===== src/rtl/gat_pkg.sv =====
`default_nettype none

package gat_pkg;

  localparam int NUM_LANES = 16;

  typedef logic [11:0] lane_t;
  typedef lane_t [NUM_LANES-1:0] lane_vec_t;  // Features, coefficients and sppe products

  typedef logic [13:0] wh_addr_t;
  typedef logic [15:0] wh_t;                  // Wrapping sum of the lane products
  typedef logic signed [15:0] score_t;

  typedef logic [15:0] feat_addr_t;
  typedef logic signed [31:0] feat_word_t;

  // Handshakes of the four stage links, aggr_rdy ends up at bit 0
  typedef struct packed {
    logic spmm_vld;
    logic spmm_rdy;
    logic dmvm_vld;
    logic dmvm_rdy;
    logic sm_vld;
    logic sm_rdy;
    logic aggr_vld;
    logic aggr_rdy;
  } stage_status_t;

  typedef struct packed {
    lane_vec_t sppe;
  } spmm_out_t;

  typedef struct packed {
    wh_t      wh;
    wh_addr_t wh_addr;
  } dmvm_out_t;

endpackage

`default_nettype wire

===== src/rtl/gat_layer.sv =====
`default_nettype none

module gat_layer
  import gat_pkg::*;
#(
  parameter int H_NUM_SPARSE_DATA = 12,
  parameter int FEAT_ADDR_LIMIT   = 3,
  parameter int CAP_ADDR_A        = 10,
  parameter int CAP_ADDR_B        = 20
) (
  input  wire logic      clk,
  input  wire logic      rst_n,
  input  wire logic      in_vld_i,
  input  wire lane_vec_t feat_i,
  input  wire lane_vec_t coef_i,  // Static coefficients
  output logic           in_rdy_o,
  input  wire logic      feat_rdy_i,
  output logic           feat_we_o,
  output feat_addr_t     feat_addr_o,
  output feat_word_t     feat_din_o,
  output logic [31:0]    debug_cfg_o,
  output logic [31:0]    debug_status_o,
  output logic [31:0]    debug_count_o,
  output logic [31:0]    debug_capture_o
);

  logic          spmm_vld;
  spmm_out_t     spmm_data;
  logic          dmvm_rdy;
  logic          dmvm_vld;
  dmvm_out_t     dmvm_data;
  wh_addr_t      wh_addr;
  logic          sm_rdy;
  logic          sm_vld;
  score_t        sm_score;
  logic          aggr_rdy;
  stage_status_t status;

  spmm_unit u_spmm (
    .clk    (clk),
    .rst_n  (rst_n),
    .vld_i  (in_vld_i),
    .feat_i (feat_i),
    .coef_i (coef_i),
    .rdy_o  (in_rdy_o),
    .vld_o  (spmm_vld),
    .data_o (spmm_data),
    .rdy_i  (dmvm_rdy)
  );

  dmvm_unit u_dmvm (
    .clk       (clk),
    .rst_n     (rst_n),
    .vld_i     (spmm_vld),
    .data_i    (spmm_data),
    .rdy_o     (dmvm_rdy),
    .vld_o     (dmvm_vld),
    .data_o    (dmvm_data),
    .rdy_i     (sm_rdy),
    .wh_addr_o (wh_addr)
  );

  sm_unit u_sm (
    .clk     (clk),
    .rst_n   (rst_n),
    .vld_i   (dmvm_vld),
    .data_i  (dmvm_data),
    .rdy_o   (sm_rdy),
    .vld_o   (sm_vld),
    .score_o (sm_score),
    .rdy_i   (aggr_rdy)
  );

  aggr_unit #(
    .H_NUM_SPARSE_DATA (H_NUM_SPARSE_DATA)
  ) u_aggr (
    .clk         (clk),
    .rst_n       (rst_n),
    .vld_i       (sm_vld),
    .score_i     (sm_score),
    .rdy_o       (aggr_rdy),
    .feat_rdy_i  (feat_rdy_i),
    .feat_we_o   (feat_we_o),
    .feat_addr_o (feat_addr_o),
    .feat_din_o  (feat_din_o)
  );

  // Each link is named after the stage that drives its valid
  assign status = '{
    spmm_vld: spmm_vld,
    spmm_rdy: dmvm_rdy,
    dmvm_vld: dmvm_vld,
    dmvm_rdy: sm_rdy,
    sm_vld:   sm_vld,
    sm_rdy:   aggr_rdy,
    aggr_vld: feat_we_o,
    aggr_rdy: feat_rdy_i
  };

  debug_monitor #(
    .H_NUM_SPARSE_DATA (H_NUM_SPARSE_DATA),
    .FEAT_ADDR_LIMIT   (FEAT_ADDR_LIMIT),
    .CAP_ADDR_A        (CAP_ADDR_A),
    .CAP_ADDR_B        (CAP_ADDR_B)
  ) u_debug (
    .clk             (clk),
    .rst_n           (rst_n),
    .status_i        (status),
    .sppe_i          (spmm_data.sppe),
    .wh_addr_i       (wh_addr),
    .feat_we_i       (feat_we_o),
    .feat_addr_i     (feat_addr_o),
    .debug_cfg_o     (debug_cfg_o),
    .debug_status_o  (debug_status_o),
    .debug_count_o   (debug_count_o),
    .debug_capture_o (debug_capture_o)
  );

endmodule

`default_nettype wire


===== src/rtl/debug_monitor.sv =====
`default_nettype none

module debug_monitor
  import gat_pkg::*;
#(
  parameter int H_NUM_SPARSE_DATA = 12,
  parameter int FEAT_ADDR_LIMIT   = 3,
  parameter int CAP_ADDR_A        = 10,
  parameter int CAP_ADDR_B        = 20
) (
  input  wire logic          clk,
  input  wire logic          rst_n,
  input  wire stage_status_t status_i,
  input  wire lane_vec_t     sppe_i,
  input  wire wh_addr_t      wh_addr_i,
  input  wire logic          feat_we_i,
  input  wire feat_addr_t    feat_addr_i,
  output logic [31:0]        debug_cfg_o,
  output logic [31:0]        debug_status_o,
  output logic [31:0]        debug_count_o,
  output logic [31:0]        debug_capture_o
);

  stage_status_t seen_q;      // One sticky bit per handshake signal
  logic          we_seen_q;
  logic          addr_hit_q;
  logic [31:0]   sm_cnt_q;
  lane_t         cap_a_q;
  lane_t         cap_b_q;

  logic spmm_xfer;
  logic sm_xfer;
  logic feat_xfer;
  logic addr_hit;
  logic cap_a_hit;
  logic cap_b_hit;

  assign spmm_xfer = status_i.spmm_vld && status_i.spmm_rdy;
  assign sm_xfer   = status_i.sm_vld && status_i.sm_rdy;
  assign feat_xfer = feat_we_i && status_i.aggr_rdy;

  assign addr_hit  = feat_xfer && (feat_addr_i >= feat_addr_t'(FEAT_ADDR_LIMIT));
  assign cap_a_hit = spmm_xfer && (wh_addr_i == wh_addr_t'(CAP_ADDR_A));
  assign cap_b_hit = spmm_xfer && (wh_addr_i == wh_addr_t'(CAP_ADDR_B));

  always_ff @(posedge clk or negedge rst_n) begin
    if (!rst_n) begin
      seen_q     <= '0;
      we_seen_q  <= 1'b0;
      addr_hit_q <= 1'b0;
    end else begin
      seen_q     <= seen_q | status_i;
      we_seen_q  <= we_seen_q | feat_we_i;
      addr_hit_q <= addr_hit_q | addr_hit;
    end
  end

  always_ff @(posedge clk or negedge rst_n) begin
    if (!rst_n) begin
      sm_cnt_q <= '0;
    end else if (sm_xfer) begin
      sm_cnt_q <= sm_cnt_q + 1'b1;
    end
  end

  // Lane 2 of the item that is about to take the capture address
  always_ff @(posedge clk or negedge rst_n) begin
    if (!rst_n) begin
      cap_a_q <= '0;
      cap_b_q <= '0;
    end else begin
      if (cap_a_hit) begin
        cap_a_q <= sppe_i[2];
      end
      if (cap_b_hit) begin
        cap_b_q <= sppe_i[2];
      end
    end
  end

  assign debug_cfg_o     = 32'(H_NUM_SPARSE_DATA);
  assign debug_status_o  = {22'b0, addr_hit_q, we_seen_q, seen_q};
  assign debug_count_o   = sm_cnt_q;
  assign debug_capture_o = {8'b0, cap_b_q, cap_a_q};

endmodule

`default_nettype wire


===== src/rtl/aggr_unit.sv =====
`default_nettype none

module aggr_unit
  import gat_pkg::*;
#(
  parameter int H_NUM_SPARSE_DATA = 12
) (
  input  wire logic   clk,
  input  wire logic   rst_n,
  input  wire logic   vld_i,
  input  wire score_t score_i,
  output logic        rdy_o,
  input  wire logic   feat_rdy_i,
  output logic        feat_we_o,
  output feat_addr_t  feat_addr_o,
  output feat_word_t  feat_din_o
);

  localparam int CNT_W = (H_NUM_SPARSE_DATA > 1) ? $clog2(H_NUM_SPARSE_DATA) : 1;

  logic [CNT_W-1:0] item_cnt;
  feat_word_t       acc;
  feat_word_t       group_sum;
  logic             take_in;
  logic             last_item;

  assign rdy_o     = !feat_we_o || feat_rdy_i;  // Stall while a finished write waits
  assign take_in   = vld_i && rdy_o;
  assign last_item = (item_cnt == CNT_W'(H_NUM_SPARSE_DATA - 1));
  assign group_sum = acc + feat_word_t'(score_i);  // Sign-extended score

  always_ff @(posedge clk or negedge rst_n) begin
    if (!rst_n) begin
      item_cnt    <= '0;
      acc         <= '0;
      feat_we_o   <= 1'b0;
      feat_addr_o <= '0;
    end else begin
      if (feat_we_o && feat_rdy_i) begin
        feat_we_o   <= 1'b0;
        feat_addr_o <= feat_addr_o + 1'b1;
      end
      if (take_in) begin
        if (last_item) begin
          item_cnt  <= '0;
          acc       <= '0;
          feat_we_o <= 1'b1;  // Overrides the clear above
        end else begin
          item_cnt <= item_cnt + 1'b1;
          acc      <= group_sum;
        end
      end
    end
  end

  always_ff @(posedge clk) begin
    if (take_in && last_item) begin
      feat_din_o <= group_sum;
    end
  end

endmodule

`default_nettype wire


===== src/rtl/sm_unit.sv =====
`default_nettype none

module sm_unit
  import gat_pkg::*;
(
  input  wire logic      clk,
  input  wire logic      rst_n,
  input  wire logic      vld_i,
  input  wire dmvm_out_t data_i,
  output logic           rdy_o,
  output logic           vld_o,
  output score_t         score_o,
  input  wire logic      rdy_i
);

  score_t wh_s;
  score_t relu;
  logic   take_in;

  // Leaky ReLU with a slope of one quarter below zero
  assign wh_s = score_t'(data_i.wh);
  assign relu = (wh_s < 0) ? (wh_s >>> 2) : wh_s;

  assign rdy_o   = !vld_o || rdy_i;
  assign take_in = vld_i && rdy_o;

  always_ff @(posedge clk or negedge rst_n) begin
    if (!rst_n) begin
      vld_o <= 1'b0;
    end else if (take_in) begin
      vld_o <= 1'b1;
    end else if (rdy_i) begin
      vld_o <= 1'b0;
    end
  end

  always_ff @(posedge clk) begin
    if (take_in) begin
      score_o <= relu;
    end
  end

endmodule

`default_nettype wire


===== src/rtl/dmvm_unit.sv =====
`default_nettype none

module dmvm_unit
  import gat_pkg::*;
(
  input  wire logic      clk,
  input  wire logic      rst_n,
  input  wire logic      vld_i,
  input  wire spmm_out_t data_i,
  output logic           rdy_o,
  output logic           vld_o,
  output dmvm_out_t      data_o,
  input  wire logic      rdy_i,
  output wh_addr_t       wh_addr_o
);

  wh_t  lane_sum;
  logic take_in;

  always_comb begin
    lane_sum = '0;
    for (int l = 0; l < NUM_LANES; l++) begin
      lane_sum = lane_sum + wh_t'(data_i.sppe[l]);  // Wraps at 16 bits
    end
  end

  assign rdy_o   = !vld_o || rdy_i;
  assign take_in = vld_i && rdy_o;

  always_ff @(posedge clk or negedge rst_n) begin
    if (!rst_n) begin
      vld_o     <= 1'b0;
      wh_addr_o <= '0;
    end else begin
      if (take_in) begin
        vld_o     <= 1'b1;
        wh_addr_o <= wh_addr_o + 1'b1;  // Address of the next item
      end else if (rdy_i) begin
        vld_o <= 1'b0;
      end
    end
  end

  always_ff @(posedge clk) begin
    if (take_in) begin
      data_o.wh      <= lane_sum;
      data_o.wh_addr <= wh_addr_o;
    end
  end

endmodule

`default_nettype wire


===== src/rtl/spmm_unit.sv =====
`default_nettype none

module spmm_unit
  import gat_pkg::*;
(
  input  wire logic      clk,
  input  wire logic      rst_n,
  input  wire logic      vld_i,
  input  wire lane_vec_t feat_i,
  input  wire lane_vec_t coef_i,
  output logic           rdy_o,
  output logic           vld_o,
  output spmm_out_t      data_o,
  input  wire logic      rdy_i
);

  lane_vec_t prod;
  logic      take_in;

  // Low 12 bits of each lane product
  always_comb begin
    for (int l = 0; l < NUM_LANES; l++) begin
      prod[l] = lane_t'(feat_i[l] * coef_i[l]);
    end
  end

  assign rdy_o   = !vld_o || rdy_i;  // Empty, or emptied this cycle
  assign take_in = vld_i && rdy_o;

  always_ff @(posedge clk or negedge rst_n) begin
    if (!rst_n) begin
      vld_o <= 1'b0;
    end else if (take_in) begin
      vld_o <= 1'b1;
    end else if (rdy_i) begin
      vld_o <= 1'b0;
    end
  end

  always_ff @(posedge clk) begin
    if (take_in) begin
      data_o.sppe <= prod;
    end
  end

endmodule

`default_nettype wire


===== config.mk =====
export PLATFORM = sky130hd
export DESIGN_NAME = gat_layer
export DESIGN_NICKNAME = d
export VERILOG_FILES = /design/src/rtl/gat_pkg.sv /design/src/rtl/gat_layer.sv /design/src/rtl/debug_monitor.sv /design/src/rtl/aggr_unit.sv /design/src/rtl/sm_unit.sv /design/src/rtl/dmvm_unit.sv /design/src/rtl/spmm_unit.sv
export SDC_FILE = /design/constraint.sdc
export NUM_CORES = 2
export LEC_CHECK = 0
export BUFFER_PORTS_ARGS = -buffer_cell sky130_fd_sc_hd__buf_2
export CAP_MARGIN = 25
export CORE_ASPECT_RATIO = 1.75
export CORE_MARGIN = 1
export CORE_UTILIZATION = 55
export DETAILED_ROUTE_END_ITERATION = 10
export PLACE_DENSITY_LB_ADDON = 0.12
export REMOVE_ABC_BUFFERS = 1
export SLEW_MARGIN = 25
export SYNTH_ARGS = -nofsm -noshare
export SYNTH_HDL_FRONTEND = slang
export SYNTH_SLANG_ARGS = --single-unit

===== constraint.sdc =====
create_clock -name clk -period 9.2 [get_ports clk]
set_clock_uncertainty 0.1 [all_clocks]
set_input_delay 2.3 -clock clk [delete_from_list [all_inputs] [get_ports clk]]
set_output_delay 2.3 -clock clk [all_outputs]
set_load 0.02 [all_outputs]

==> results.py <==
metrics = {
    "floorplanning": {
        "start_util_pct": 55.6,
        "die_w_um": 237,
        "die_height_um": 413,
        "coreArea_um2": 95500,
        "dieArea_um2": 97900,
        "io_pins": 566,
        "placementRows": 150,
    },
    "hold_path": {
        "hold_class": "flop to flop",
    },
    "worst_setup_path": {
        "startpoint_type": "flop",
        "arrival_ns": 7.27,
        "worstPathMaxFanout": 5,
        "crit_type": "flop to flop",
        "cp-end-kind": "flop",
        "cp.required_ns": 9.44,
        "r2r_slack_ns": 2.17,
    },
    "timing": {
        "fin_crit_ns": 7.03,
        "slew-limit-headroom_pct": 38.6,
        "fin_tns_setup_ns": 0,
        "fmaxAchievable_ghz": 0.142,
        "worst_pin_slew_ns": 0.922,
        "hold_violations": 0,
        "drv_slew": 0,
        "rsz0062_at_grt": "no",
        "setup_viol": 0,
        "post-route-period-util_pct": 76.4,
    },
    "synthesis": {
        "synth_area_per_cell_um2": 9.69,
        "syn_inst": 5483,
        "ys_seq_area_share_pct": 20.9,
        "syn_area_um2": 53100,
        "ys_ff_latch": 392,
        "async_flop_share_pct": 34.7,
        "synthDistinctLibCells": 69,
        "synthFlopType": "edfxtp_1",
        "yosysWarnings": 0,
        "synth-edff-count": 256,
    },
    "drt": {
        "dr.pass1.iters": 5,
        "drc_errors": 0,
        "ant_nets": 0,
        "wl_um": 121000,
        "vias_per_cell": 5.12,
        "vias": 36500,
        "drtIter0Drc": 1253,
        "wl_per_cell_um": 17.0,
    },
    "clock_tree": {
        "cts_tree": "built",
        "htreeDepth": 2,
        "cts_root_buf": "clkbuf_16",
        "worstSkewPairLatency_ns": 0.61,
        "post_cts_resized": 0,
        "cts_setup_buffers": 0,
        "cts-hold-fix-buffers": 0,
        "cts_sinks": 392,
        "clk_path_buf_depth": 3,
        "path_clk_slew_ns": 0.07,
        "cts-buffers-inserted": 41,
    },
    "layout": {
        "drive_gt1_share_pct": 11.1,
        "area_delta_synth_final_pct": 8.91,
        "layout.nets": 7583,
    },
    "placed_design": {
        "gp_congestion": 0.910,
        "dp_hpwl_um": 102000,
        "io_buffers": 503,
    },
    "global_route": {
        "grt_pass1_wl_um": 200000,
        "grt-ovfl-total": 0,
        "antenna_found_initial": 8,
        "grt_start_max_net_pins": 75,
        "grt_use_total_pct": 25.8,
        "grt_pass1_vias": 39500,
    },
    "flow_run": {
        "cap_violations": 0,
    },
    "run_status": {
        "status": "completed",
    },
}
worst max-delay path, stage by stage (launching register included):
cell and delay [ns]:
edfxtp_1 0.33, ha_1 0.17, inv_1 0.06, fa_1 0.41, nor2b_1 0.13, o21ai_0 0.11, a21oi_1 0.18, o21ai_0 0.11
a21boi_0 0.25, o21a_1 0.14, nor2_1 0.06, o211ai_1 0.25, xor2_1 0.21, fa_1 0.44, inv_1 0.09, fa_1 0.43
fa_1 0.47, fa_1 0.50, inv_1 0.05, fa_1 0.50, fa_1 0.41, ha_1 0.35, and2_1 0.18, o21a_1 0.17
a41o_1 0.21, o41a_1 0.33, xor2_1 0.15
synthesized netlist by cell type, drive strengths merged (2+ instances only):
cell     instances  area [um^2]
inv           1186         4450
nand2          884         3320
fa             779        15600
ha             537         6720
xnor2          435         3810
and2           432         2700
edfxtp         256         7690
clkbuf         150          573
dfrtp          136         3400
a21oi          112          572
xor2           105          920
buf             69          510
o21bai          53          398
a21o            43          323
nor2            41          154
mux2            39          439
nand3           34          170
a22o            30          263
o21ai           23          134
nand4           20          125
and3            13         83.8
or2             13         81.3
nor3            11         55.1
nand2b          10         62.6
o21a             7         52.6
a21boi           6         45.1
a31oi            6         37.5
nor2b            6         37.5
and4             5         45.0
nor4             5         31.3
o22ai            4         25.0
o31ai            3         27.5
or3              3         18.8
a211oi           2         20.0
conb             2         7.51
o2111ai          2         23.8
o211a            2         20.0
o21ba            2         20.0
o41a             2         22.5
through the flow:
step	instances	area [um^2]	utilization, %	hold WS [ns]	setup slack (ns)
final	7130	57900	60.6	0.361	2.17
after global routing	7129	57900	60.6	0.382	1.84
after CTS	7128	57900	60.6	0.362	2.16
after detailed placement	7052	56400	59.0	0.348	2.20
after global placement	7052	56400	59.0	0.337	2.27
after floorplan	5324	52300	-	0.347	1.50
cells in the final DEF (no fill, tap or decap), types with 105 or more instances in the layout:
| master | n |
|---|---|
| buf_2 | 502 |
| and2_1 | 430 |
| edfxtp_1 | 256 |
| dfrtp_1 | 136 |
| xor2_1 | 105 |
| inv_1 | 1186 |
| nand2_1 | 884 |
| fa_1 | 779 |
| a21oi_1 | 109 |
| xnor2_1 | 435 |
| ha_1 | 537 |
cell type report:
cell class                      count  area, um^2
Fill cell                        8378       37700
Multi-Input combinational cell   3746       36800
Timing Repair Buffer              512        2590
Clock inverter                     25         292
Clock buffer                       51        1170
Tap cell                         1216        1520
Sequential cell                   392       11100
Inverter                         1186        4450
Antenna cell                        2        5.00
sequential cells by signal, summed over array words and instances, names as in the netlist, 4 cells and up:
signal,count
u_dmvm.wh_addr_o,14
u_aggr.feat_addr_o,16
u_debug.cap_a_q,12
u_debug.cap_b_q,12
u_sm.score_o,16
u_debug.debug_status_o,8
u_spmm.data_o,192
u_aggr.feat_din_o,32
u_aggr.acc,32
u_debug.debug_count_o,32
u_dmvm.data_o,16
u_aggr.item_cnt,4
path summary, 6_finish.rpt:
check	to	startpoint	cells after the start
max in group asynchronous	u_debug.cap_b_q[1]	rst_n	2
min reg2reg	u_debug.addr_hit_q	u_debug.addr_hit_q	1
max	u_dmvm.data_o[28]	u_spmm.data_o[12]	26
min in group asynchronous	u_debug.debug_count_o[10]	rst_n	1
max reg2reg	u_dmvm.data_o[28]	u_spmm.data_o[12]	26
min	u_debug.addr_hit_q	u_debug.addr_hit_q	1
per-layer routing:
metal  global-route usage [%]  wire [um]  vias to the layer above
met5                        0         22                        -
met4                     6.10       2830                        4
met3                     2.00       3770                      178
met2                     51.6      68700                      808
met1                     29.2      45600                    18300
li1                         -          -                    17200
cell families (layout without fill, tap and decap cells):
logic type | after synthesis | in the layout | share of synthesized area, %
compound gates | 308 | 308 | 3.94
xor+xnor | 540 | 540 | 8.90
fa+ha+maj | 1316 | 1316 | 42.0
buf+inv | 1405 | 1774 | 10.4
flops | 392 | 392 | 20.9
mux | 39 | 39 | 0.826
other cells | 2 | 64 | 0.0141
simple gates | 1481 | 1481 | 13.0
Power is left out: the tool's default activity adds up to more than one toggle a clock period on the data nets, which glitch-free logic cannot reach.
